$ cat config.mk
export PLATFORM = sky130hd
export DESIGN_NAME = matrix_expander
export DESIGN_NICKNAME = d
export VERILOG_FILES = /design/src/verilog/vp8_quant_pkg.sv /design/src/verilog/matrix_expander.sv
export VERILOG_INCLUDE_DIRS = /design/src /design/src/verilog
export SDC_FILE = /design/constraint.sdc
export NUM_CORES = 1
export LEC_CHECK = 0
export ABC_AREA = 1
export BUFFER_PORTS_ARGS = -buffer_cell sky130_fd_sc_hd__buf_2
export CAP_MARGIN = 40
export CORE_MARGIN = 1
export CORE_UTILIZATION = 62
export CTS_BUF_LIST = sky130_fd_sc_hd__clkbuf_4
export DETAILED_ROUTE_END_ITERATION = 6
export GPL_ROUTABILITY_DRIVEN = 0
export PLACE_DENSITY = 0.92
export SETUP_SLACK_MARGIN = 0.5
export SKIP_CTS_REPAIR_TIMING = 1
export SYNTH_ARGS = -nofsm -noshare
export SYNTH_HDL_FRONTEND = slang
export SYNTH_SLANG_ARGS = --single-unit
$ cat constraint.sdc
create_clock -name clk -period 16.63 [get_ports clk]
set_input_delay 4.989 -clock clk [delete_from_list [all_inputs] [get_ports clk]]
set_output_delay 4.989 -clock clk [all_outputs]
set_load 0.05 [all_outputs]
$ cat src/verilog/vp8_quant_defs.svh
/* VP8 quantizer constants
   Block size, fixed-point shift, level clamp and the bias and sharpen tables */
`ifndef VP8_QUANT_DEFS_SVH
`define VP8_QUANT_DEFS_SVH

`define QB_NCOEF         16
`define QB_NTYPES        3
`define QB_SHIFT         17
`define QB_MAX_LEVEL     2047

// Bias bytes per matrix type, luma AC in the low byte
`define QB_BIAS_DC       {8'd0, 8'd110, 8'd96, 8'd96}
`define QB_BIAS_AC       {8'd0, 8'd115, 8'd108, 8'd110}
`define QB_BIAS_SHIFT    9

// Sharpen weights per raster position, position 0 in the low byte
`define QB_SHARPEN       {8'd90, 8'd90, 8'd90, 8'd90, \
                          8'd90, 8'd90, 8'd90, 8'd60, \
                          8'd90, 8'd90, 8'd60, 8'd30, \
                          8'd90, 8'd60, 8'd30, 8'd0}
`define QB_SHARPEN_SHIFT 11

`endif

$ cat src/verilog/vp8_quant_pkg.sv
/* VP8 block quantizer shared types
   Coefficients, quantization matrix entries, store addresses and results */
package vp8_quant_pkg;

    // Signed coefficient, level or reconstruction
    typedef logic signed [15:0] coeff_t;

    // Unsigned q, iq or sharpen
    typedef logic [15:0] qstep_t;

    // Bias or zero threshold in Q17
    typedef logic [31:0] qbias_t;

    // Raster position inside the 4x4 block
    typedef logic [3:0] mat_idx_t;

    typedef enum logic [1:0] {
        mat_luma_ac = 2'd0,
        mat_luma_dc = 2'd1,
        mat_chroma  = 2'd2
    } mat_type_t;

    // Store address, type selects the 16-entry bank
    typedef struct packed {
        mat_type_t mtype;
        mat_idx_t  idx;
    } mat_addr_t;

    // One expanded matrix entry, 112 bits
    typedef struct packed {
        qstep_t q;
        qstep_t iq;
        qbias_t bias;
        qbias_t zthresh;
        qstep_t sharpen;
    } mat_entry_t;

    // Whole block, element 0 in the low bits
    typedef coeff_t [15:0] coeff_block_t;

    // Per-coefficient pipeline result
    typedef struct packed {
        mat_idx_t idx;
        coeff_t   level;
        coeff_t   recon;
    } qres_t;

endpackage

$ cat src/verilog/matrix_expander.sv
/* Matrix entry expander
   Derives iq, bias, zthresh and sharpen from one q write, two serial divisions */
`timescale 1ns/1ps
`include "vp8_quant_defs.svh"

module matrix_expander
    import vp8_quant_pkg::*;
(
    input  logic       clk,
    input  logic       rst_n,
    input  logic       cfg_we_i,
    input  mat_type_t  cfg_type_i,
    input  mat_idx_t   cfg_idx_i,
    input  qstep_t     cfg_q_i,
    output logic       cfg_busy_o,
    output logic       wr_req_o,
    output mat_addr_t  wr_addr_o,
    output mat_entry_t wr_entry_o,
    input  logic       wr_gnt_i
);

    typedef enum logic [1:0] {idle, div_iq, div_zt, write} exp_state_t;

    localparam logic [31:0]  bias_dc_tab = `QB_BIAS_DC;
    localparam logic [31:0]  bias_ac_tab = `QB_BIAS_AC;
    localparam logic [127:0] sharpen_tab = `QB_SHARPEN;
    localparam logic [4:0]   last_step   = 5'(`QB_SHIFT - 1);

    exp_state_t  state_q;
    logic [4:0]  step_q;
    mat_type_t   type_q;
    mat_idx_t    idx_q;
    qstep_t      q_q;
    qstep_t      iq_q;
    qbias_t      zthresh_q;
    logic [15:0] rem_q;
    logic [16:0] dvd_q;
    qstep_t      dvs_q;
    logic [16:0] rem_sh;
    logic        q_bit;
    logic [15:0] rem_nxt;
    logic [16:0] quo_nxt;
    logic [7:0]  bias_byte;
    qbias_t      bias;
    logic [7:0]  sharpen_w;
    logic [23:0] sharpen_prod;
    qstep_t      sharpen;
    logic [16:0] zt_dividend;

    // ------------------------------------------------------------------
    // Restoring divider step, quotient bits shift into dvd_q
    // ------------------------------------------------------------------
    always_comb begin
        rem_sh  = {rem_q, dvd_q[16]};
        q_bit   = rem_sh >= {1'b0, dvs_q};
        rem_nxt = q_bit ? 16'(rem_sh - {1'b0, dvs_q}) : rem_sh[15:0];
        quo_nxt = {dvd_q[15:0], q_bit};
    end

    // DC bias only at position 0
    assign bias_byte = (idx_q == '0) ? bias_dc_tab[{type_q, 3'b000} +: 8]
                                     : bias_ac_tab[{type_q, 3'b000} +: 8];
    assign bias        = qbias_t'(bias_byte) << `QB_BIAS_SHIFT;
    assign zt_dividend = 17'((1 << `QB_SHIFT) - 1) - bias[16:0];

    // Sharpening applies to luma AC only
    assign sharpen_w    = sharpen_tab[{idx_q, 3'b000} +: 8];
    assign sharpen_prod = sharpen_w * q_q;
    assign sharpen      = (type_q == mat_luma_ac) ? qstep_t'(sharpen_prod >> `QB_SHARPEN_SHIFT)
                                                  : '0;

    always_ff @(posedge clk or negedge rst_n) begin
        if (!rst_n) begin
            state_q <= idle;
            step_q  <= '0;
        end else begin
            case (state_q)
                idle: begin
                    step_q <= '0;
                    if (cfg_we_i) state_q <= div_iq;
                end
                div_iq: begin
                    step_q <= (step_q == last_step) ? '0 : step_q + 5'd1;
                    if (step_q == last_step) state_q <= div_zt;
                end
                div_zt: begin
                    step_q <= (step_q == last_step) ? '0 : step_q + 5'd1;
                    if (step_q == last_step) state_q <= write;
                end
                default: begin
                    if (wr_gnt_i) state_q <= idle;
                end
            endcase
        end
    end

    always_ff @(posedge clk) begin
        case (state_q)
            idle: begin
                if (cfg_we_i) begin
                    type_q <= cfg_type_i;
                    idx_q  <= cfg_idx_i;
                    q_q    <= cfg_q_i;
                    // 2^17, top bit preloaded into the remainder
                    rem_q  <= 16'd1;
                    dvd_q  <= '0;
                    dvs_q  <= cfg_q_i;
                end
            end
            div_iq: begin
                if (step_q == last_step) begin
                    iq_q  <= quo_nxt[15:0];
                    rem_q <= '0;
                    dvd_q <= zt_dividend;
                    dvs_q <= quo_nxt[15:0];
                end else begin
                    rem_q <= rem_nxt;
                    dvd_q <= quo_nxt;
                end
            end
            div_zt: begin
                if (step_q == last_step) begin
                    zthresh_q <= qbias_t'(quo_nxt);
                end else begin
                    rem_q <= rem_nxt;
                    dvd_q <= quo_nxt;
                end
            end
            default: ;
        endcase
    end

    assign cfg_busy_o = (state_q != idle);
    assign wr_req_o   = (state_q == write);
    assign wr_addr_o  = '{mtype: type_q, idx: idx_q};
    assign wr_entry_o = '{q: q_q, iq: iq_q, bias: bias, zthresh: zthresh_q, sharpen: sharpen};

endmodule

### After elaboration in Yosys (flattened, before gate mapping)

Cells that the tools add are included.

* $add $sub $neg: 3
* multipliers: 1
* $lt $le $gt $ge: 1
* equality and inequality tests: 8
* shifts and indexed selects: 3
* mux-type cells: 21
* reductions and logical operators: 15

Operator list (count)
* $shiftx A128 B8 Y8 const A: 1
* $mux W16: 6
* $shiftx A32 B6 Y8 const A: 2
* $mux W17: 3
* $pmux W17 S3: 1
* $pmux W16 S3: 1
* $pmux W16 S2: 1
* $mul A8 B16 Y24: 1
* $ge A17 B16 Y1: 1
* $sub A17 B17 Y17 const A: 1
* $sub A16 B16 Y16: 1
* $mux W13: 1
* $pmux W5 S2: 1
* $mux W2: 4
* $mux W8: 1
* $ne A2 B2 Y1 const B: 4
* $pmux W2 S3: 1
* $reduce_and A2 Y1: 3
* $reduce_and A3 Y1: 2
* $reduce_bool A2 Y1: 3
* $add A5 B1 Y5 const B: 1
* $eq A5 B5 Y1 const B: 1
* $mux W5: 1
* $eq A2 B2 Y1 const B: 2
* 7 further kinds: 8

* register bits: 111
* input port bits: 26
* word-level logic and storage cells: 62

### Depth between registers and ports, before layout

* word-level depth: 5
* gate-level depth with buffers: 27
* gate-level depth less buffers: 27

### Least setup slack after synthesis

Ideal clock, no wire load.

* path type: register to output
* from: reg idx_q[1]
* to: out wr_entry_o[10] (netlist bit)
* arrival: 5603 ps
* required time: 11641 ps
* path slack: 6038 ps
* stages on the path, launching flop included: 25
* buffers on the path: 0
* cell sequence: edfxtp_1 > inv_1 > ha_1 > inv_1 > nand2_1 > nand3_2 > nand2_1 > inv_1 > nor2_1 > fa_1 > fa_1 > fa_1 > inv_1 > fa_1 > inv_1 > ha_1 > a21oi_1 > nor2_1 > nor2_1 > nor2_1 > nor2_1 > o21ai_0 > a21oi_1 > o21ai_0 > a21oi_1

RTL lines
* start: declaration: RTL line matrix_expander.sv:32 `mat_idx_t idx_q;`
* start signal: assignment: RTL line matrix_expander.sv:102 `idx_q <= cfg_idx_i;`
* end: declaration: RTL line matrix_expander.sv:18 `output mat_entry_t wr_entry_o,`

==> impl_metrics.yaml <==
setup_path:
  critPathRequiredTime_ps: 11640
  crit_slowest_cell: "nor2_1"
  critPathKind: "reg2out"
  worstRegToRegCells: 8
  crit_chain: "inv_1, ha_1, nand2_1, nor2_1, inv_1, nand2_1, fa_1, inv_1, fa_1, fa_1, inv_1, fa_1, inv_1, ha_1, a21oi_1, o21ai_0, a21oi_1, o21ai_2, a21oi_1, o21ai_0, a21oi_1, buf_2"
  crit_path_max_fanout: 13
  critical_path_arrival_ps: 6400
  start_kind: "register"
  crit_top_cell: "inv_1"
  worst_path_largest_cell_delay_ps: 660
  crit_path_end_kind: "output port"
timing:
  fmax_mhz: 87.81
  drv_slew: 0
  finalSetupViolCount: 0
  grt_setup_unrepaired: "no"
  skew_ps: 14.26
  tightest_slew_ps: 874.4
  slew_headroom: 0.4149
  fin_crit_sh: 0.6848
  fin_crit_ps: 11390
  fin_tns_setup_ps: 0
  hold_violations: 0
floorplanning:
  die_w_um: 123
  die_area_um2: 15130
  die_h_um: 123
  start_util: 0.6440
  ios: 146
  core_area_um2: 14100
  num_rows: 43
synthesis:
  synth-simple-area-share: 0.1690
  synth_xor_area_frac: 0.01640
  synth_top_family_by_area: "adder cells"
  yosysTopAreaCell: "edfxtp_1"
  synthesis.instances: 988
  syn_area_um2: 9077
  synth_adder_area_share: 0.2489
  synth_top_area_frac: 0.3440
  syn-mean-instance-area_um2: 9.188
  async_reset_ff_frac: 0.06306
  synth_seq_area_share: 0.3633
  synth_compound_area_frac: 0.08105
  muxShareOfSynthArea: 0
  synthDistinctLibCells: 54
  synth_edf_count: 104
  yosys_warnings: 0
  ys.flop_type: "edfxtp_1"
  ys_seq_elements: 111
  synth_area_leaders: "edfxtp_1 (34%), ha_1 (13%), fa_1 (12%)"
drt:
  drt_iter0_markers: 531
  routed_wl_mm: 20.44
  num_vias: 6950
  final_antenna_net_count: 0
  wl_per_cell_um: 16.04
  avgViaCountPerCell: 5.455
  drc: 0
  drt_pass1_iterations: 6
clock_network:
  cts_buffers: 9
  htreeDepth: 3
  clock_sinks: 111
  cts_tree: "yes"
  clock_latency_ps: 470
  root_buffer: "clkbuf_4"
  clk_path_buf_depth: 2
  clk_pin_slew_ps: 170
hold_path:
  whs_path_depth: 0
  hold_path_class: "reg2reg"
place:
  dp_hpwl_mm: 16.67
  dpl_cell_area_um2: 9603
  portBuffers: 102
finish:
  final_cell_mix: "inv_1 (171), nand2_1 (153), nor2_1 (128)"
  drive_gt1_frac: 0.1517
  fin_util: 0.6902
  nets: 1262
  final_area_um2: 9729
  diodes: 0
  areaGrowthSynthToFinish_pct: 7.181
  mostFrequentLayoutCell: "inv_1"
run_status:
  status: "completed"
job:
  cap_viol_max_count: 0
global_routing:
  grt_pass1_wl_mm: 32.57
  globalRouteOverflowTotal: 0
  grt_pass1_vias: 6851
  antenna_found_initial: 0
  grt_start_max_net_pins: 27
  track_usage: 0.2815
[flip-flops by register name, summed over array words and instances, names as in the netlist]
| name | cells |
|---|---|
| rem_q | 16 |
| state_q | 2 |
| q_q | 16 |
| dvd_q | 17 |
| idx_q | 4 |
| type_q | 2 |
| dvs_q | 16 |
| zthresh_q | 17 |
| iq_q | 16 |
| step_q | 5 |
[through the flow]
step	instances	setup WS, ps	hold WS, ps
after floorplan	1030	6038	427.2
after global placement	1257	6103	448.2
after detailed placement	1258	5813	440.3
after CTS	1274	5240	489.1
after global routing	1274	4758	506.8
final	1274	5241	484.5
[worst paths after layout]
path                             from              to  slack [ps]
max                          idx_q[0]  wr_entry_o[10]        5240
min                         dvd_q[15]   zthresh_q[16]         480
max reg2reg                state_q[1]       dvd_q[12]       13710
min reg2reg                 dvd_q[15]   zthresh_q[16]         480
max in group asynchronous       rst_n       step_q[1]       12180
min in group asynchronous       rst_n      state_q[1]        4300
[layer usage]
layer,global-route usage,routed length [um],up-vias
li1,-,-,3304
met1,0.3418,8084,3302
met2,0.5190,10730,319
met3,0.04474,1399,25
met4,0.07304,225,0
met5,0,0,-
[cells by family (layout without fill, tap and decap cells)]
logic type,Yosys count,after routing
XOR/XNOR,17,17
AND/OR/NAND/NOR,353,353
other,1,43
buffers and inverters,236,300
AO/OA/AOI/OAI,123,123
adder cells (fa/ha/maj),147,147
flip-flops,111,111
[Yosys cell counts, types with 7 or more instances]
| master | n |
|---|---|
| xor2_1 | 11 |
| nor2_2 | 11 |
| o21ai_1 | 14 |
| o21a_1 | 9 |
| nand3_1 | 23 |
| inv_1 | 171 |
| o21ai_0 | 30 |
| a21oi_1 | 47 |
| nand2_1 | 153 |
| nor2_1 | 128 |
| ha_1 | 91 |
| fa_1 | 56 |
| clkbuf_1 | 7 |
| dfrtp_1 | 7 |
| edfxtp_1 | 104 |
| buf_4 | 46 |
| nor3_1 | 8 |
[area by class of cell]
class	instances	area [um2]
clock buffer	9	67.56
multi-input combinational	683	4845
clock inverter	7	58.81
inverter	177	666.9
timing repair buffer	107	568.0
tap	180	225.2
sequential	111	3298
fill	1055	4367
[worst max-delay path: cells and delay by family, from the launching register on]
kind,cells,cell delay [ps]
adder cells (fa/ha/maj),6,2510
AO/OA/AOI/OAI,7,1010
AND/OR/NAND/NOR,3,950
buffers and inverters,6,910
flip-flops,1,510
Power is not shown: default switching activity piles up to over one toggle a cycle in this logic, so the estimate is an artifact.
