[config.mk]
export PLATFORM = sky130hd
export DESIGN_NAME = block_quantizer
export DESIGN_NICKNAME = d
export VERILOG_FILES = /design/src/verilog/vp8_quant_pkg.sv /design/src/verilog/block_quantizer.sv
export VERILOG_INCLUDE_DIRS = /design/src /design/src/verilog
export SDC_FILE = /design/constraint.sdc
export NUM_CORES = 1
export LEC_CHECK = 0
export BUFFER_PORTS_ARGS = -buffer_cell sky130_fd_sc_hd__clkbuf_2
export CORE_MARGIN = 2
export CORE_UTILIZATION = 52
export DETAILED_ROUTE_END_ITERATION = 8
export PLACE_DENSITY_LB_ADDON = 0.12
export SLEW_MARGIN = 20
export SYNTH_ARGS = -nofsm -noshare
export SYNTH_HDL_FRONTEND = slang
export SYNTH_SLANG_ARGS = --single-unit
[constraint.sdc]
create_clock -name clk -period 13.65 [get_ports clk]
set_input_delay 3.4125 -clock clk [delete_from_list [all_inputs] [get_ports clk]]
set_output_delay 3.4125 -clock clk [all_outputs]
set_load 0.03 [all_outputs]
[src/verilog/vp8_quant_defs.svh]
/* VP8 quantizer constants
   Block size, fixed-point shift, level clamp and the bias and sharpen tables */
`ifndef VP8_QUANT_DEFS_SVH
`define VP8_QUANT_DEFS_SVH

`define QB_NCOEF         16
`define QB_NTYPES        3
`define QB_SHIFT         17
`define QB_MAX_LEVEL     2047

// Bias bytes per matrix type, luma AC in the low byte
`define QB_BIAS_DC       {8'd0, 8'd110, 8'd96, 8'd96}
`define QB_BIAS_AC       {8'd0, 8'd115, 8'd108, 8'd110}
`define QB_BIAS_SHIFT    9

// Sharpen weights per raster position, position 0 in the low byte
`define QB_SHARPEN       {8'd90, 8'd90, 8'd90, 8'd90, \
                          8'd90, 8'd90, 8'd90, 8'd60, \
                          8'd90, 8'd90, 8'd60, 8'd30, \
                          8'd90, 8'd60, 8'd30, 8'd0}
`define QB_SHARPEN_SHIFT 11

`endif

[src/verilog/vp8_quant_pkg.sv]
/* VP8 block quantizer shared types
   Coefficients, quantization matrix entries, store addresses and results */
package vp8_quant_pkg;

    // Signed coefficient, level or reconstruction
    typedef logic signed [15:0] coeff_t;

    // Unsigned q, iq or sharpen
    typedef logic [15:0] qstep_t;

    // Bias or zero threshold in Q17
    typedef logic [31:0] qbias_t;

    // Raster position inside the 4x4 block
    typedef logic [3:0] mat_idx_t;

    typedef enum logic [1:0] {
        mat_luma_ac = 2'd0,
        mat_luma_dc = 2'd1,
        mat_chroma  = 2'd2
    } mat_type_t;

    // Store address, type selects the 16-entry bank
    typedef struct packed {
        mat_type_t mtype;
        mat_idx_t  idx;
    } mat_addr_t;

    // One expanded matrix entry, 112 bits
    typedef struct packed {
        qstep_t q;
        qstep_t iq;
        qbias_t bias;
        qbias_t zthresh;
        qstep_t sharpen;
    } mat_entry_t;

    // Whole block, element 0 in the low bits
    typedef coeff_t [15:0] coeff_block_t;

    // Per-coefficient pipeline result
    typedef struct packed {
        mat_idx_t idx;
        coeff_t   level;
        coeff_t   recon;
    } qres_t;

endpackage

[src/verilog/block_quantizer.sv]
/* Block quantizer
   Reads one matrix entry per coefficient and runs a three-stage quantize pipeline */
`timescale 1ns/1ps
`include "vp8_quant_defs.svh"

module block_quantizer
    import vp8_quant_pkg::*;
(
    input  logic         clk,
    input  logic         rst_n,
    input  logic         start_i,
    input  mat_type_t    blk_type_i,
    input  coeff_block_t coeffs_i,
    output logic         rd_req_o,
    output mat_addr_t    rd_addr_o,
    input  logic         rd_gnt_i,
    input  logic         rd_valid_i,
    input  mat_entry_t   rdata_i,
    output logic         res_valid_o,
    output qres_t        res_o
);

    localparam mat_idx_t last_idx = mat_idx_t'(`QB_NCOEF - 1);

    coeff_block_t       blk_q;
    mat_type_t          type_q;
    logic               active_q;
    mat_idx_t           rd_idx_q;
    mat_idx_t           tag_q;
    coeff_t             s1_in;
    logic               s1_sign;
    logic [15:0]        s1_abs;
    logic [16:0]        s1_coeff;
    logic [33:0]        s1_sum;
    logic               s1_pass;
    logic               s2_valid_q;
    mat_idx_t           s2_idx_q;
    logic               s2_sign_q;
    logic               s2_pass_q;
    logic [16:0]        s2_level_q;
    qstep_t             s2_q_q;
    logic [10:0]        level_mag;
    coeff_t             level_sgn;
    logic signed [31:0] recon_full;

    // ------------------------------------------------------------------
    // Read sequencing, one index per grant
    // ------------------------------------------------------------------
    always_ff @(posedge clk or negedge rst_n) begin
        if (!rst_n) begin
            active_q <= 1'b0;
            rd_idx_q <= '0;
        end else if (start_i) begin
            active_q <= 1'b1;
            rd_idx_q <= '0;
        end else if (active_q && rd_gnt_i) begin
            rd_idx_q <= rd_idx_q + 4'd1;
            if (rd_idx_q == last_idx) active_q <= 1'b0;
        end
    end

    always_ff @(posedge clk) begin
        if (start_i) begin
            blk_q  <= coeffs_i;
            type_q <= blk_type_i;
        end
        // Entry returns next cycle, remember whose it is
        if (rd_gnt_i) tag_q <= rd_idx_q;
    end

    assign rd_req_o  = active_q;
    assign rd_addr_o = '{mtype: type_q, idx: rd_idx_q};

    // ------------------------------------------------------------------
    // Stage 1, entry arrives
    // ------------------------------------------------------------------
    always_comb begin
        s1_in    = blk_q[tag_q];
        s1_sign  = s1_in[15];
        s1_abs   = s1_sign ? 16'(-s1_in) : 16'(s1_in);
        s1_coeff = 17'(s1_abs) + 17'(rdata_i.sharpen);
        s1_sum   = {17'd0, s1_coeff} * {18'd0, rdata_i.iq} + {2'd0, rdata_i.bias};
        s1_pass  = {15'd0, s1_coeff} > rdata_i.zthresh;
    end

    // Stage 2, scaled level registered
    always_ff @(posedge clk or negedge rst_n) begin
        if (!rst_n) begin
            s2_valid_q <= 1'b0;
        end else begin
            s2_valid_q <= rd_valid_i;
        end
    end

    always_ff @(posedge clk) begin
        if (rd_valid_i) begin
            s2_idx_q   <= tag_q;
            s2_sign_q  <= s1_sign;
            s2_pass_q  <= s1_pass;
            s2_level_q <= 17'(s1_sum >> `QB_SHIFT);
            s2_q_q     <= rdata_i.q;
        end
    end

    // ------------------------------------------------------------------
    // Stage 3, clamp, sign restore and dequantize
    // ------------------------------------------------------------------
    always_comb begin
        level_mag  = (s2_level_q > 17'(`QB_MAX_LEVEL)) ? 11'(`QB_MAX_LEVEL) : s2_level_q[10:0];
        level_sgn  = s2_sign_q ? -coeff_t'(level_mag) : coeff_t'(level_mag);
        recon_full = level_sgn * $signed({16'd0, s2_q_q});
    end

    always_ff @(posedge clk or negedge rst_n) begin
        if (!rst_n) begin
            res_valid_o <= 1'b0;
        end else begin
            res_valid_o <= s2_valid_q;
        end
    end

    always_ff @(posedge clk) begin
        if (s2_valid_q) begin
            res_o.idx   <= s2_idx_q;
            res_o.level <= s2_pass_q ? level_sgn : '0;
            // Wraps to 16 bits like the software int16 store
            res_o.recon <= s2_pass_q ? coeff_t'(recon_full) : '0;
        end
    end

endmodule

**Yosys cells after proc, flatten, opt, wreduce, memory -nomap -nowiden**

Index checks and enable logic that the tools add are counted.

- Add/subtract/negate cells: 5
- Eq/ne operators: 1
- Shift-type cells: 0
- Div/mod/pow operators: 0
- Reductions and logical operators: 4
- $lt $le $gt $ge: 3
- Multipliers: 2
- Bitwise gates (word level): 0
- Multiplexer cells: 10

Operator list:

| cell | number |
|---|---|
| $bmux W16 S4 | 1 |
| $mux W16 | 3 |
| $add A33 B32 Y34 | 1 |
| $mul A17 B16 Y33 | 1 |
| $gt A17 B32 Y1 | 1 |
| $add A16 B16 Y17 | 1 |
| $gt A17 B11 Y1 const B | 1 |
| $mul A16 B17 Y16 | 1 |
| $neg A11 Y16 | 1 |
| $neg A16 Y16 | 1 |
| $mux W11 | 1 |
| $mux W4 | 2 |
| $lt A4 B5 Y1 const B | 1 |
| $add A4 B1 Y4 const B | 1 |
| $eq A4 B4 Y1 const B | 1 |
| $reduce_bool A2 Y1 | 2 |
| $mux W1 | 3 |
| $reduce_and A2 Y1 | 1 |
| $logic_and A1 B1 Y1 | 1 |

- Memories: 0
- Latch bits: 0
- Input port bits: 375
- Memory bits (writable): 0
- Output and inout port bits: 44
- Logic and storage cells: 55
- Bits in read-only memories: 0
- Register bits: 344

**Depth between registers and ports, before layout**

- Depth after elaboration: 7
- Gate-level depth with buffers: 41
- Gate-level depth less buffers: 38

**Least setup slack after synthesis**

OpenSTA, ideal clock, no wires.

- Path type: input -> register
- Start point: in rdata_i[0] in the netlist's numbering
- End point: reg s2_level_q[13] (data pin)
- Data arrival time: 10694 ps
- Path slack: 2694 ps
- Required time: 13388 ps
- Cell stages on the path: 33
- Library setup time: 262 ps
- Buffers on the path: 1
- Cells stage by stage: ha_1 -> fa_1 -> nand3_1 -> a21oi_1 -> o21a_1 -> o21ai_0 -> nand2b_1 -> nand3_1 -> nand2_1 -> xor2_1 -> clkbuf_1 -> nand2_1 -> fa_1 -> fa_1 -> inv_1 -> fa_1 -> inv_1 -> fa_1 -> inv_1 -> fa_1 -> inv_1 -> fa_1 -> inv_1 -> ha_1 -> nand2_1 -> o21ai_0 -> a221oi_1 -> a211oi_1 -> o2111ai_1 -> nand2_1 -> a221oi_1 -> o21bai_1 -> xor2_1

- Longest elaborated chain between the ends: 3

RTL lines:

| item | RTL line | source |
|---|---|---|
| from (decl) | block_quantizer.sv:18 | `input mat_entry_t rdata_i,` |
| $add A16 B16 Y17 | block_quantizer.sv:81 | `s1_coeff = 17'(s1_abs) + 17'(rdata_i.sharpen);` |
| $mul A17 B16 Y33 | block_quantizer.sv:82 | `s1_sum = {17'd0, s1_coeff} * {18'd0, rdata_i.iq} + {2'd0, rdata_i.bias};` |
| $add A33 B32 Y34 | block_quantizer.sv:82 |  |
| via s1_sum[30] | block_quantizer.sv:34 | `logic [33:0] s1_sum;` |
| to (signal assigned) | block_quantizer.sv:100 | `` s2_level_q <= 17'(s1_sum >> `QB_SHIFT); `` |
| to (decl) | block_quantizer.sv:40 | `logic [16:0] s2_level_q;` |

The timed path passes the listed nets, and every way through them passes these cells.
A chain may end at the register's enable or synchronous reset.

**Worst setup path after layout**

- Start point: in rdata_i[0] in the netlist's numbering
- End point: reg s2_level_q[15] (data pin)

The elaborated chain is that of the path after synthesis.

==> flow_metrics.env <==
export IMPL_dp_cells=3352
export IMPL_detail_route_wirelength_mm=69.4
export IMPL_syn_nets=3195
export IMPL_gr_total_overflow=0
export IMPL_io_buffers=418
export IMPL_skew_ns=0.0421
export IMPL_min_period_ns=11.47
export IMPL_core_area_um2=52800
export IMPL_timing_hold_ws_ns=0.419
export IMPL_groute_layer_met2_usage_pct=43.1
export IMPL_hp_class="reg2reg"
export IMPL_synthSimpleGateAreaFrac_pct=11.0
export IMPL_slowest_stage="xor2_1"
export IMPL_first_iter_violations=1032
export IMPL_dp_hpwl_mm=53.9
export IMPL_dieArea_um2=55400
export IMPL_most_common_layout_cells="inv_1, clkbuf_2, edfxtp_1"
export IMPL_multiInputGateArea_um2=15500
export IMPL_synth_compound_area_share_pct=2.92
export IMPL_synth_xor_area_share_pct=2.60
export IMPL_cp_max_fo=7
export IMPL_syn2layout_area_growth_pct=14.7
export IMPL_r2r_worst_path_cells=39
export IMPL_layout_drive_gt1_share_pct=21.7
export IMPL_critPathBufInv=6
export IMPL_critPathLaunch="rdata_i[0]"
export IMPL_antenna_found_initial=17
export IMPL_seqCellArea_um2=10300
export IMPL_rsz0062_at_grt="false"
export IMPL_drc=0
export IMPL_grt_pass1_wl_mm=110
export IMPL_synth_distinct_cells=66
export IMPL_clk_pin_slew_worst_paths_ns=0.06
export IMPL_finalNonFillerCells=3422
export IMPL_start_util_pct=52.7
export IMPL_cts_tree="yes"
export IMPL_critPathKind="in2reg"
export IMPL_final_common_cell="inv_1"
export IMPL_status="finished, final reports clean"
export IMPL_synth_main_ff_cell="edfxtp_1"
export IMPL_io_pins=419
export IMPL_antenna_left=0
export IMPL_slew_headroom_pct=24.0
export IMPL_firstDrtPassIters=5
export IMPL_dpl_worst_slack_ns=1.64
export IMPL_synth_edf_count=337
export IMPL_worstSetupEndpointType="register"
export IMPL_setup_tns_final_ns=0
export IMPL_grt_pass1_vias=19786
export IMPL_syn_area_um2=27800
export IMPL_cts_made_buffers=38
export IMPL_grt_busiest_layer="met2"
export IMPL_r2r_start="tag_q[0]$_DFFE_PP_"
export IMPL_muxShareOfSynthArea_pct=6.73
export IMPL_yosys_warnings=0
export IMPL_ys_async_sr_fraction_pct=2.03
export IMPL_via_per_inst=5.27
export IMPL_cts_hold_buf=0
export IMPL_cap_violations=0
export IMPL_tightest_slew_ns=1.14
export IMPL_track_usage_pct=25.9
export IMPL_cts_resized=0
export IMPL_clk_path_buf_depth=3
export IMPL_fin_crit_sh_pct=84.0
export IMPL_avgSynthCellArea_um2=12.1
export IMPL_nets=3605
export IMPL_max_stage_delay_ns=0.59
export IMPL_clkLatencyLatePin_ns=0.58
export IMPL_setup_ws_ns=2.18
export IMPL_die_h_um=235
export IMPL_cts_root_buf="clkbuf_16"
export IMPL_wl_per_cell_um=20.3
export IMPL_worstPathRequired_ns=14.01
export IMPL_gp_congestion=0.875
export IMPL_rows=84
export IMPL_fillers=4375
export IMPL_synth_top_family_by_area="adder cells"
export IMPL_synth_seq_cells=344
export IMPL_cp_data_arrival_time_ns=11.83
export IMPL_hold_viol=0
export IMPL_r2r_slack_ns=2.19
export IMPL_critPathLaunchType="primary input"
export IMPL_vias=18044
export IMPL_die_x_um=235
export IMPL_post_cts_setup_buffers=0
export IMPL_cts_sinks=344
export IMPL_synth_fa_ha_area_share_pct=32.3
export IMPL_maxSlewViolCount=0
export IMPL_htree_levels=2
export IMPL_setup_viol=0
export IMPL_cp_endpoint="s2_level_q[15]$_DFFE_PP_"
export IMPL_ys_seq_area_share_pct=37.0
export IMPL_path_depth=33
export IMPL_fmax_mhz=87.2
export IMPL_crit_top_cell="fa_1"
export IMPL_syn_inst=2294
export IMPL_use_met3_pct=7.90
export IMPL_grt_max_degree=106
export IMPL_grt_met1_usage_pct=33.4
export IMPL_r2r_end="s2_level_q[15]$_DFFE_PP_"
export IMPL_min_from="s2_idx_q[2]$_DFFE_PP_"
export IMPL_crit_family="adder cells"
## synth_stat cells, types with 23 or more instances
cell | n | area share, %
fa_1 | 319 | 23
clkbuf_1 | 61 | 0.82
mux4_2 | 80 | 6.5
inv_1 | 465 | 6.3
nor2_1 | 39 | 0.53
xnor2_1 | 52 | 1.6
nand2_1 | 221 | 3.0
and2_1 | 233 | 5.2
ha_1 | 207 | 9.3
a21oi_1 | 37 | 0.67
edfxtp_1 | 337 | 36
xor2_1 | 23 | 0.72
## stage by stage
step	cell area, um^2	utilization, %
after floorplan	27800	-
after global placement	30700	58.2
after detailed placement	30700	58.2
final	31900	60.5
after global routing	31900	60.5
after CTS	31900	60.4
## how the worst min path moves through the flow
stage                               end  slack [ns]  cells after the start
floorplan           res_o[32]$_DFFE_PP_        0.40                      0
global placement    res_o[35]$_DFFE_PP_        0.41                      0
detailed placement  res_o[35]$_DFFE_PP_        0.41                      0
CTS                 res_o[35]$_DFFE_PP_        0.42                      0
global route        res_o[34]$_DFFE_PP_        0.42                      0
finish              res_o[34]$_DFFE_PP_        0.42                      0
## layer usage
| layer | vias to the layer above | part of all wire (%) |
|---|---|---|
| li1 | 8279 | - |
| met1 | 9071 | 41 |
| met2 | 547 | 49 |
| met3 | 117 | 8.2 |
| met4 | 30 | 2.3 |
| met5 | - | 0.31 |
## layout make-up
cell class	count	area share, %
antenna	2	0.0157
sequential	344	32.3
inverter	467	5.50
timing repair buffer	448	7.38
multi-input combinational	1405	48.4
clock inverter	23	0.592
tap	688	2.70
clock buffer	45	3.09
## sequential cells by signal, summed over array words and instances, names as in the netlist, 2 cells and up
register and cells:
type_q 2, tag_q 4, s2_idx_q 4, s2_level_q 17
res_o 36, rd_idx_q 4, s2_q_q 16, blk_q 256
## cell families (layout without fill, tap and decap cells)
family	after synthesis	in the layout
simple gates	590	590
buf+inv	545	983
fa+ha+maj	526	526
flops	344	344
compound gates	124	124
mux	87	87
xor+xnor	78	78
other cells	0	2
## worst register-to-register path: cells and delay by family, from the launching register on
family	cells	cell delay, ns
buf+inv	7	0.80
fa+ha+maj	8	3.72
mux	2	1.13
xor+xnor	2	0.68
flops	1	0.76
compound gates	10	2.53
simple gates	10	1.61
Power is not shown: default switching activity piles up to over one toggle a cycle in this logic, so the estimate is an artifact.
