`src/verilog/vp8_quant_defs.svh`:
```
/* VP8 quantizer constants
   Block size, fixed-point shift, level clamp and the bias and sharpen tables */
`ifndef VP8_QUANT_DEFS_SVH
`define VP8_QUANT_DEFS_SVH

`define QB_NCOEF         16
`define QB_NTYPES        3
`define QB_SHIFT         17
`define QB_MAX_LEVEL     2047

// Bias bytes per matrix type, luma AC in the low byte
`define QB_BIAS_DC       {8'd0, 8'd110, 8'd96, 8'd96}
`define QB_BIAS_AC       {8'd0, 8'd115, 8'd108, 8'd110}
`define QB_BIAS_SHIFT    9

// Sharpen weights per raster position, position 0 in the low byte
`define QB_SHARPEN       {8'd90, 8'd90, 8'd90, 8'd90, \
                          8'd90, 8'd90, 8'd90, 8'd60, \
                          8'd90, 8'd90, 8'd60, 8'd30, \
                          8'd90, 8'd60, 8'd30, 8'd0}
`define QB_SHARPEN_SHIFT 11

`endif

```
`src/verilog/vp8_quant_pkg.sv`:
```
/* VP8 block quantizer shared types
   Coefficients, quantization matrix entries, store addresses and results */
package vp8_quant_pkg;

    // Signed coefficient, level or reconstruction
    typedef logic signed [15:0] coeff_t;

    // Unsigned q, iq or sharpen
    typedef logic [15:0] qstep_t;

    // Bias or zero threshold in Q17
    typedef logic [31:0] qbias_t;

    // Raster position inside the 4x4 block
    typedef logic [3:0] mat_idx_t;

    typedef enum logic [1:0] {
        mat_luma_ac = 2'd0,
        mat_luma_dc = 2'd1,
        mat_chroma  = 2'd2
    } mat_type_t;

    // Store address, type selects the 16-entry bank
    typedef struct packed {
        mat_type_t mtype;
        mat_idx_t  idx;
    } mat_addr_t;

    // One expanded matrix entry, 112 bits
    typedef struct packed {
        qstep_t q;
        qstep_t iq;
        qbias_t bias;
        qbias_t zthresh;
        qstep_t sharpen;
    } mat_entry_t;

    // Whole block, element 0 in the low bits
    typedef coeff_t [15:0] coeff_block_t;

    // Per-coefficient pipeline result
    typedef struct packed {
        mat_idx_t idx;
        coeff_t   level;
        coeff_t   recon;
    } qres_t;

endpackage

```
`src/verilog/zigzag_collector.sv`:
```
/* Result collector
   Places levels in zigzag order and reconstructions in raster order, forms nz and done */
`timescale 1ns/1ps
`include "vp8_quant_defs.svh"

module zigzag_collector
    import vp8_quant_pkg::*;
(
    input  logic         clk,
    input  logic         rst_n,
    input  logic         start_i,
    input  logic         res_valid_i,
    input  qres_t        res_i,
    output coeff_block_t levels_o,
    output coeff_block_t recon_o,
    output logic         nz_o,
    output logic         done_o
);

    localparam mat_idx_t last_cnt = mat_idx_t'(`QB_NCOEF - 1);

    mat_idx_t count_q;

    // Raster position to zigzag slot
    function automatic mat_idx_t zz_slot(input mat_idx_t raster);
        case (raster)
            4'd0:    zz_slot = 4'd0;
            4'd1:    zz_slot = 4'd1;
            4'd2:    zz_slot = 4'd5;
            4'd3:    zz_slot = 4'd6;
            4'd4:    zz_slot = 4'd2;
            4'd5:    zz_slot = 4'd4;
            4'd6:    zz_slot = 4'd7;
            4'd7:    zz_slot = 4'd12;
            4'd8:    zz_slot = 4'd3;
            4'd9:    zz_slot = 4'd8;
            4'd10:   zz_slot = 4'd11;
            4'd11:   zz_slot = 4'd13;
            4'd12:   zz_slot = 4'd9;
            4'd13:   zz_slot = 4'd10;
            4'd14:   zz_slot = 4'd14;
            default: zz_slot = 4'd15;
        endcase
    endfunction

    always_ff @(posedge clk or negedge rst_n) begin
        if (!rst_n) begin
            count_q <= '0;
            nz_o    <= 1'b0;
            done_o  <= 1'b0;
        end else if (start_i) begin
            count_q <= '0;
            nz_o    <= 1'b0;
            done_o  <= 1'b0;
        end else begin
            // Pulse once the 16th result is in
            done_o <= res_valid_i && (count_q == last_cnt);
            if (res_valid_i) begin
                count_q <= count_q + 4'd1;
                if (res_i.level != '0) nz_o <= 1'b1;
            end
        end
    end

    always_ff @(posedge clk) begin
        if (res_valid_i) begin
            levels_o[zz_slot(res_i.idx)] <= res_i.level;
            recon_o[res_i.idx]           <= res_i.recon;
        end
    end

endmodule

```
`config.mk`:
```
export PLATFORM = sky130hd
export DESIGN_NAME = zigzag_collector
export DESIGN_NICKNAME = d
export VERILOG_FILES = /design/src/verilog/vp8_quant_pkg.sv /design/src/verilog/zigzag_collector.sv
export VERILOG_INCLUDE_DIRS = /design/src /design/src/verilog
export SDC_FILE = /design/constraint.sdc
export NUM_CORES = 1
export LEC_CHECK = 0
export BUFFER_PORTS_ARGS = -buffer_cell sky130_fd_sc_hd__buf_2
export CORE_AREA = 2 2 213 215
export CTS_BUF_LIST = sky130_fd_sc_hd__clkbuf_8
export DETAILED_ROUTE_END_ITERATION = 6
export DIE_AREA = 0 0 215 217
export PLACE_DENSITY_LB_ADDON = 0.1
export SYNTH_ARGS = -nofsm -noshare
export SYNTH_HDL_FRONTEND = slang
export SYNTH_SLANG_ARGS = --single-unit
```
`constraint.sdc`:
```
create_clock -name clk -period 1 [get_ports clk]
set_input_delay 0.15 -clock clk [delete_from_list [all_inputs] [get_ports clk]]
set_output_delay 0.15 -clock clk [all_outputs]
set_load 0.05 [all_outputs]
```
---- Yosys cells after proc, flatten, opt, wreduce, memory -nomap -nowiden ----
Memories as Yosys holds them, arrays and structs flattened.
Cells that the tools add are included.
storage, ports and cells
  bits in registers ....................... 518
  ROM bits ................................ 64
  input bits .............................. 40
  output and inout port bits .............. 514
  word-level logic and storage cells ...... 62
  memories kept ........................... 1
cells by class
  add/sub/neg operators ................... 1
  order comparisons ....................... 4
  equal/unequal tests ..................... 1
  mux-type cells .......................... 13
  reduce and logical (&&, ||, !) cells .... 7
memory list
  name             depth  bits a word  rd ports  clocked after Yosys merged registers in  wr ports  line                    source
  (no name shown)  16     4            1         0                                        0         zigzag_collector.sv:26  case (raster)
operators by type and width
  operator             number
  $bwmux 256           2
  $demux 16 s4         2
  $mux 16              2
  $reduce_bool 16->1   1
  $mux 4               3
  $lt 4x5->1 const B   2
  $ge 4x1->1 const B   2
  $add 4x1->4 const B  1
  $eq 4x4->1 const B   1
  $mux 1               4
  $reduce_bool 2->1    2
  $logic_and 1x1->1    3
  $reduce_and 2->1     1

---- Longest topological paths before layout ----
Gate-level depths: netlist (run 1).
An unclocked memory read counts as a cell.
  word-level depth ........................ 7
  mapped depth ............................ 6
  mapped depth without buffers ............ 6

---- Least setup slack after synthesis (run 1) ----
No wires, ideal clock.
  kind .................................... in2reg
  start ................................... input res_i[33] (netlist bit)
  end ..................................... register levels_o[240] (netlist bit), enable pin
  library setup time ...................... 409 ps
  arrival ................................. 2177 ps
  data required time ...................... 591 ps
  slack ................................... -1587 ps
  cell stages on the path ................. 6
  path buffers ............................ 0
  cells stage by stage .................... inv_1 ha_1 nor2_1 a211oi_1 o22ai_1 nor3_1
RTL lines
  what                             line                    source
  from (decl)                      zigzag_collector.sv:13  input qres_t res_i,
  to (signal, indexed assignment)  zigzag_collector.sv:67  levels_o[zz_slot(res_i.idx)] <= res_i.level;
  to (decl)                        zigzag_collector.sv:14  output coeff_block_t levels_o,

---- Final worst setup path (run 1) ----
  start ................................... register levels_o[170] (netlist bit)
  end ..................................... output levels_o[170] (netlist bit)
No word-level cell between the ends.

==> results.md, run 1 <==
- Bufs and invs on worst path: 1
- Inserted Clock Buffers: 82
- Cell taking the most area after synthesis: edfxtp_1
- Most frequent cell after synthesis: edfxtp_1
- Simple-gate share of the synthesized area: 0.0195
- First-pass GRT wire length: 75000 um
- Synth cell count leaders: 512 x edfxtp_1, 24 x nor2_1, 16 x nor3_1
- Fin crit share: 1.47
- Root Buffer: clkbuf_8
- Via count: 9607
- Die area: 0.0467 mm^2
- PD cells: 1710 mW/mm^2
- Seq cells post-synth: 518
- Adder-cell area share of the yosys netlist: 0.00694
- RSZ-0062 raised after global routing: yes
- Post-Syn Nets: 679
- Critical-path cell list: buf_6
- Cells after Synth: 630
- Area growth syn-to-layout: 66.7%
- Async S/R FF share, synth: 0.0116
- Mapped Area: 0.0162 mm^2
- Synth Area in Compound Gates: 0.00949
- Final count of hold timing violations: 0
- Combinational family with the most area after synthesis: simple AND/OR/NAND/NOR gates
- Core region area: 0.0447 mm^2
- Max stage delay cell, worst path: edfxtp_1
- Setup tns final: -254.43 ns
- Routability Congestion: 0.797
- DR DRC count: 0
- Clock sink count: 518
- Routed WL: 54900 um
- Critical Path Source Type: flip-flop
- Top cell type's share of synthesized area: 0.948
- F_max: 678 MHz
- Dominant synthesized flop cell: edfxtp_1
- CP Capture Type: primary output
- Mux share of post-synthesis cell area: 0.00123
- Iteration-0 DRC Markers: 651
- Die Y-Extent: 217 um
- CTS tree: yes
- Vias in the first global route: 10068
- Layout cell share with drive strength beyond 1: 0.571
- # setup viols final: 770
- Initial antenna violation count: 2
- Fin worst setup slack: -0.475 ns
- Inst Count DP: 1871
- Antenna Nets Post-Route: 0
- CTS Buffer Depth: 3
- Worst VDD drop: 1.38 mV
- Fillers: 3328
- Fin cells: 2100
- WP data arrival: 1.32 ns
- EDFF count, synth: 512
- Delay-heaviest family, CP: flip-flops
- Area contributors post-synth: edfxtp_1 95%, dfrtp_1 0.93%, ha_1 0.69%
- Fin. max-slew vios: 0
- Worst-Skew Late Latency: 0.64 ns
- Sequential Area: 0.0155 mm^2
- HPWL after detailed placement: 36300 um
- Die W: 215 um
- Warnings, synthesis: 0
- Port bufs: 553
- Max Cap Viol: 0
- Kind of critical path: flip-flop to primary output
- Slew Limit Headroom: 0.563
- Hold crit path type: input port to flip-flop
- Tmin final: 1.47 ns
- Worst Tran Pin Value: 0.649 ns
- Pleak: 10.2 nW
- Critical path required time: 0.85 ns
- Initial core utilization: 0.363
- Row count: 78
- Seq/Total Area, Yosys: 0.957
- Post-Synth XOR/XNOR Area: 0.00216
- DR WL/cell: 26.1 um
- Synth cell types: 35
- Reg clk slew, reported paths: 0.06 ns
- Detailed Routing Iterations Pass 1: 4
- GRT Util Overall: 0.229
- Area of the multi-input gates: 0.00112 mm^2
- Clock Skew: 0.00874 ns
- Avg Inst Size Synth: 25.8 um^2
- Io pins: 554
- Outcome: complete, but fails checks
- Worst-path fanout max: 1
- Total gr overflow: 0
- Nets: 1485
- Number of vias per cell: 4.57
- Largest net degree at the start of global routing: 22
- Htree depth: 3
- Delay of the slowest cell on the worst path: 0.49 ns
- Failing checks: negative setup slack
worst paths after layout:
path                          startpoint  slack, ns  cells after the start            end
max reg2reg                   count_q[0]       0.06                      4     count_q[3]
min                            res_i[26]       0.03                      5           nz_o
max                        levels_o[170]      -0.47                      1  levels_o[170]
min in group asynchronous          rst_n       0.44                      3     count_q[3]
min reg2reg                   count_q[3]       0.55                      2         done_o
max in group asynchronous          rst_n       0.33                      3     count_q[1]
cells by family after synthesis:
family                   Yosys count
flip-flops                       518
buffers and inverters             10
adder cells (fa/ha/maj)            9
XOR/XNOR                           4
AND/OR/NAND/NOR                   67
AO/OA/AOI/OAI                     20
multiplexers                       2
what timing repair did:
item                                     CTS  global route
hold buffers                              36             0
endpoints found under the setup margin   771           844
pin swaps                                 13            19
setup buffers                             29            11
gates cloned                               5             5
hold endpoints to repair                 509             0
gates resized for setup                 1076            30
registers in the layout, indices dropped and copies added (netlist names):
name	flops
nz_o	1
done_o	1
count_q	4
levels_o	256
recon_o	256
placed cells by master (no fill, tap or decap), types with 4 or more instances in the layout:
| master | n |
|---|---|
| clkbuf_8 | 82 |
| clkinvlp_4 | 4 |
| edfxtp_1 | 512 |
| nor3_4 | 16 |
| buf_2 | 35 |
| clkinv_2 | 6 |
| buf_6 | 538 |
| dlygate4sd3_1 | 36 |
| nor2_4 | 7 |
| nand2_2 | 4 |
| buf_4 | 71 |
| clkinv_1 | 24 |
| nor2_2 | 12 |
| clkbuf_16 | 5 |
| ha_4 | 5 |
| nand2_1 | 6 |
| buf_12 | 38 |
| inv_1 | 26 |
| dfrtp_1 | 6 |
| nor2_1 | 5 |
report_power, final:
group          leakage (nW)  internal (W)  switching, W
clock network         0.831       0.00824       0.00827
logic                  4.67       0.00170       0.00322
registers              4.70        0.0245      0.000257
metal layers:
layer,track usage,vias to the layer above,share of wire,routed length [um]
met2,0.384,500,0.50,27600
met1,0.242,4854,0.34,18500
met4,0.102,2,0.033,1830
met5,0,-,0.00033,18
li1,-,4165,-,-
met3,0.119,86,0.13,6910
per-stage QoR:
step / total power (W) / instance area [um^2] / hold WS [ns] / utilization / setup WS (ns)
after floorplan: 0.0274 / 16500 / -0.146 / - / -0.922
after global placement: 0.0289 / 21100 / -0.0212 / 0.473 / -1.01
after detailed placement: 0.0289 / 21100 / -0.0152 / 0.473 / -1.02
after CTS: 0.0465 / 26800 / 0.00405 / 0.599 / -0.528
after global routing: 0.0477 / 27000 / 0.0279 / 0.605 / -0.527
final: 0.0462 / 27000 / 0.0306 / 0.605 / -0.475
final cells by class:
| cell class | count | area share |
|---|---|---|
| antenna | 2 | 0.000185 |
| clock buffer | 82 | 0.0417 |
| clock inverter | 64 | 0.0129 |
| inverter | 4 | 0.00130 |
| multi-input combinational | 102 | 0.0416 |
| sequential | 518 | 0.574 |
| tap | 600 | 0.0278 |
| timing repair buffer | 728 | 0.300 |
(Power assumes the default switching activity.)
==> inputs of run 2 (changes only) <==
--- a/config.mk
+++ b/config.mk
@@ -7,10 +7,14 @@
 export NUM_CORES = 1
 export LEC_CHECK = 0
 export BUFFER_PORTS_ARGS = -buffer_cell sky130_fd_sc_hd__buf_2
-export CORE_AREA = 2 2 213 215
+export CELL_PAD_IN_SITES_DETAIL_PLACEMENT = 1
+export CELL_PAD_IN_SITES_GLOBAL_PLACEMENT = 2
+export CORE_AREA = 2 2 222 224
 export CTS_BUF_LIST = sky130_fd_sc_hd__clkbuf_8
+export CTS_CLUSTER_SIZE = 25
 export DETAILED_ROUTE_END_ITERATION = 6
-export DIE_AREA = 0 0 215 217
+export DIE_AREA = 0 0 224 226
+export GPL_TIMING_DRIVEN = 0
 export PLACE_DENSITY_LB_ADDON = 0.1
 export SYNTH_ARGS = -nofsm -noshare
 export SYNTH_HDL_FRONTEND = slang
==> results.md, run 2 (same netlist as run 1, synthesis figures left out) <==
- DR DRC count: 0
- Clock sink count: 518
- Iteration-0 DRC Markers: 538
- Inserted Clock Buffers: 86
- Sequential Area: 0.0155 mm^2
- Max layer used: met4
- Largest net degree at the start of global routing: 17
- Routability Congestion: 0.775
- Final count of hold timing violations: 0
- Max stage delay cell, worst path: edfxtp_1
- WL met3: 6010 um
- R2R depth: 4
- Worst hold start: res_i[35]
- Fin worst setup slack: -0.420 ns
- Area growth syn-to-layout: 64.2%
- Switching share of power: 0.258
- Htree depth: 3
- Initial core utilization: 0.336
- Worst r2r dst: count_q[2]
- Critical-path cell list: buf_6
- Tmin final: 1.42 ns
- Critical Path Source Type: flip-flop
- Total gr overflow: 0
- Slew Limit Headroom: 0.403
- PD cells: 1740 mW/mm^2
- Max Cap Viol: 0
- R2R Path Start: count_q[0]
- Fillers: 4286
- Internal power: 0.0345 W
- Detailed Routing Iterations Pass 1: 4
- Clock group share of total power: 0.365
- Delay-heaviest family, CP: flip-flops
- Outcome: complete, but fails checks
- Nets: 1432
- # setup viols final: 949
- Critical path required time: 0.85 ns
- Bufs and invs on worst path: 1
- Most frequent cells in the layout: 522 x buf_6, 512 x edfxtp_1, 88 x clkbuf_8, 37 x inv_1
- Number of vias per cell: 4.63
- Kind of critical path: flip-flop to primary output
- Worst-Skew Late Latency: 0.64 ns
- Worst Tran Pin Value: 0.893 ns
- CP Capture Type: primary output
- Ant diodes: 0
- Crit. Startpoint: levels_o[123]
- WP data arrival: 1.27 ns
- First-pass GRT wire length: 78800 um
- Comb power frac: 0.103
- Worst-path fanout max: 1
- Hold slack: 0.0377 ns
- Setup tns final: -257.91 ns
- Die area: 0.0506 mm^2
- Largest regs: levels_o: 256 flops, recon_o: 256 flops, count_q: 4 flops
- Io pins: 554
- WL met1: 22400 um
- Port bufs: 552
- Initial antenna violation count: 0
- Pleak: 10.0 nW
- Row count: 81
- R2r setup slk: -0.04 ns
- Flop pwr share: 0.532
- Die W: 224 um
- Fin crit share: 1.42
- Failing checks: negative setup slack
- Core region area: 0.0483 mm^2
- Worst VDD drop: 0.993 mV
- DR WL/cell: 28.8 um
- Delay of the slowest cell on the worst path: 0.43 ns
- Root Buffer: clkbuf_8
- Antenna Nets Post-Route: 0
- Routed met2 length: 29500 um
- Routed WL: 59600 um
- Vias in the first global route: 9867
- F_max: 704 MHz
- Reg clk slew, reported paths: 0.06 ns
- Layout cell share with drive strength beyond 1: 0.554
- Hold crit path type: input port to flip-flop
- Die Y-Extent: 226 um
- Final Total Pwr: 0.0465 W
- Worst hold path depth: 3
- Via count: 9590
- CTS Buffer Depth: 3
- Most common cell after layout, fill and taps aside: buf_6
- GRT Util Overall: 0.226
- Clock Skew: 0.00505 ns
- Area of the multi-input gates: 0.00114 mm^2
- CTS tree: yes
- HPWL after detailed placement: 39100 um
- RSZ-0062 raised after global routing: yes
- Fin. max-slew vios: 0
- Hold Path End: recon_o[170]
- Net Sw Power: 0.0120 W
run 2: changes by cell type in the layout (fill, tap and decap cells not counted), sizes merged:
cell	change
buf	-55
bufinv	-1
clkbuf	+4
clkinv	-3
clkinvlp	-4
diode	-2
inv	+10
run 2: tightest hold or removal path, delay by kind of cell:
kind | cells | cell delay, ns
buffers and inverters | 1 | 0.12
and+or+nand+nor | 2 | 0.23
run 2: final cells by class:
type | count | share of cell area
inverters | 4 | 0.00103
plain buffers | 6 | 0.00301
multi-input cells | 102 | 0.0430
well taps | 622 | 0.0292
clock buffers | 88 | 0.0455
clock inverters | 66 | 0.0121
flip-flops and latches | 518 | 0.583
repair buffers | 665 | 0.284
run 2: worst max path at each step:
| stage | end | cells past startpoint |
|---|---|---|
| 2_1_floorplan | levels_o[100] | 6 |
| 3_3_place_gp | recon_o[94] | 4 |
| 3_5_place_dp | levels_o[69] | 6 |
| 4_1_cts | recon_o[254] | 1 |
| 5_1_grt | levels_o[123] | 1 |
| 6_report | levels_o[123] | 1 |
run 2: power by group through the flow:
| stage | Clock [W] | Sequential, W | Combinational [W] |
|---|---|---|---|
| 6_report | 0.0170 | 0.0247 | 0.00478 |
| 4_1_cts | 0.0175 | 0.0246 | 0.00428 |
| 2_1_floorplan | 0 | 0.0268 | 0.000513 |
| 5_1_grt | 0.0183 | 0.0248 | 0.00494 |
| 3_5_place_dp | 0 | 0.0250 | 0.00366 |
| 3_3_place_gp | 0 | 0.0250 | 0.00360 |
run 2: stage by stage:
step | cell area [um^2] | cells | setup slack [ns] | util
finish | 26600 | 2071 | -0.420 | 0.551
global placement | 20100 | 1804 | -2.14 | 0.416
floorplan | 16500 | 630 | -0.922 | -
detailed placement | 20400 | 1817 | -1.75 | 0.422
global route | 26600 | 2071 | -0.467 | 0.551
CTS | 24000 | 2055 | -0.483 | 0.496
run 2: timing repair:
action                                 4_1_cts  5_1_grt
setup endpoints to repair                  961     1016
pin swaps                                   24       14
hold buffers                                36        0
gates resized for setup                    350     1043
cloned                                       2        2
buffers inserted                            46       14
endpoints found under the hold margin      530        0
run 2: layer usage:
metal	up-vias	global-route usage
li1	4052	-
met1	4973	0.265
met2	470	0.375
met3	95	0.0947
met4	0	0.0763
met5	-	0
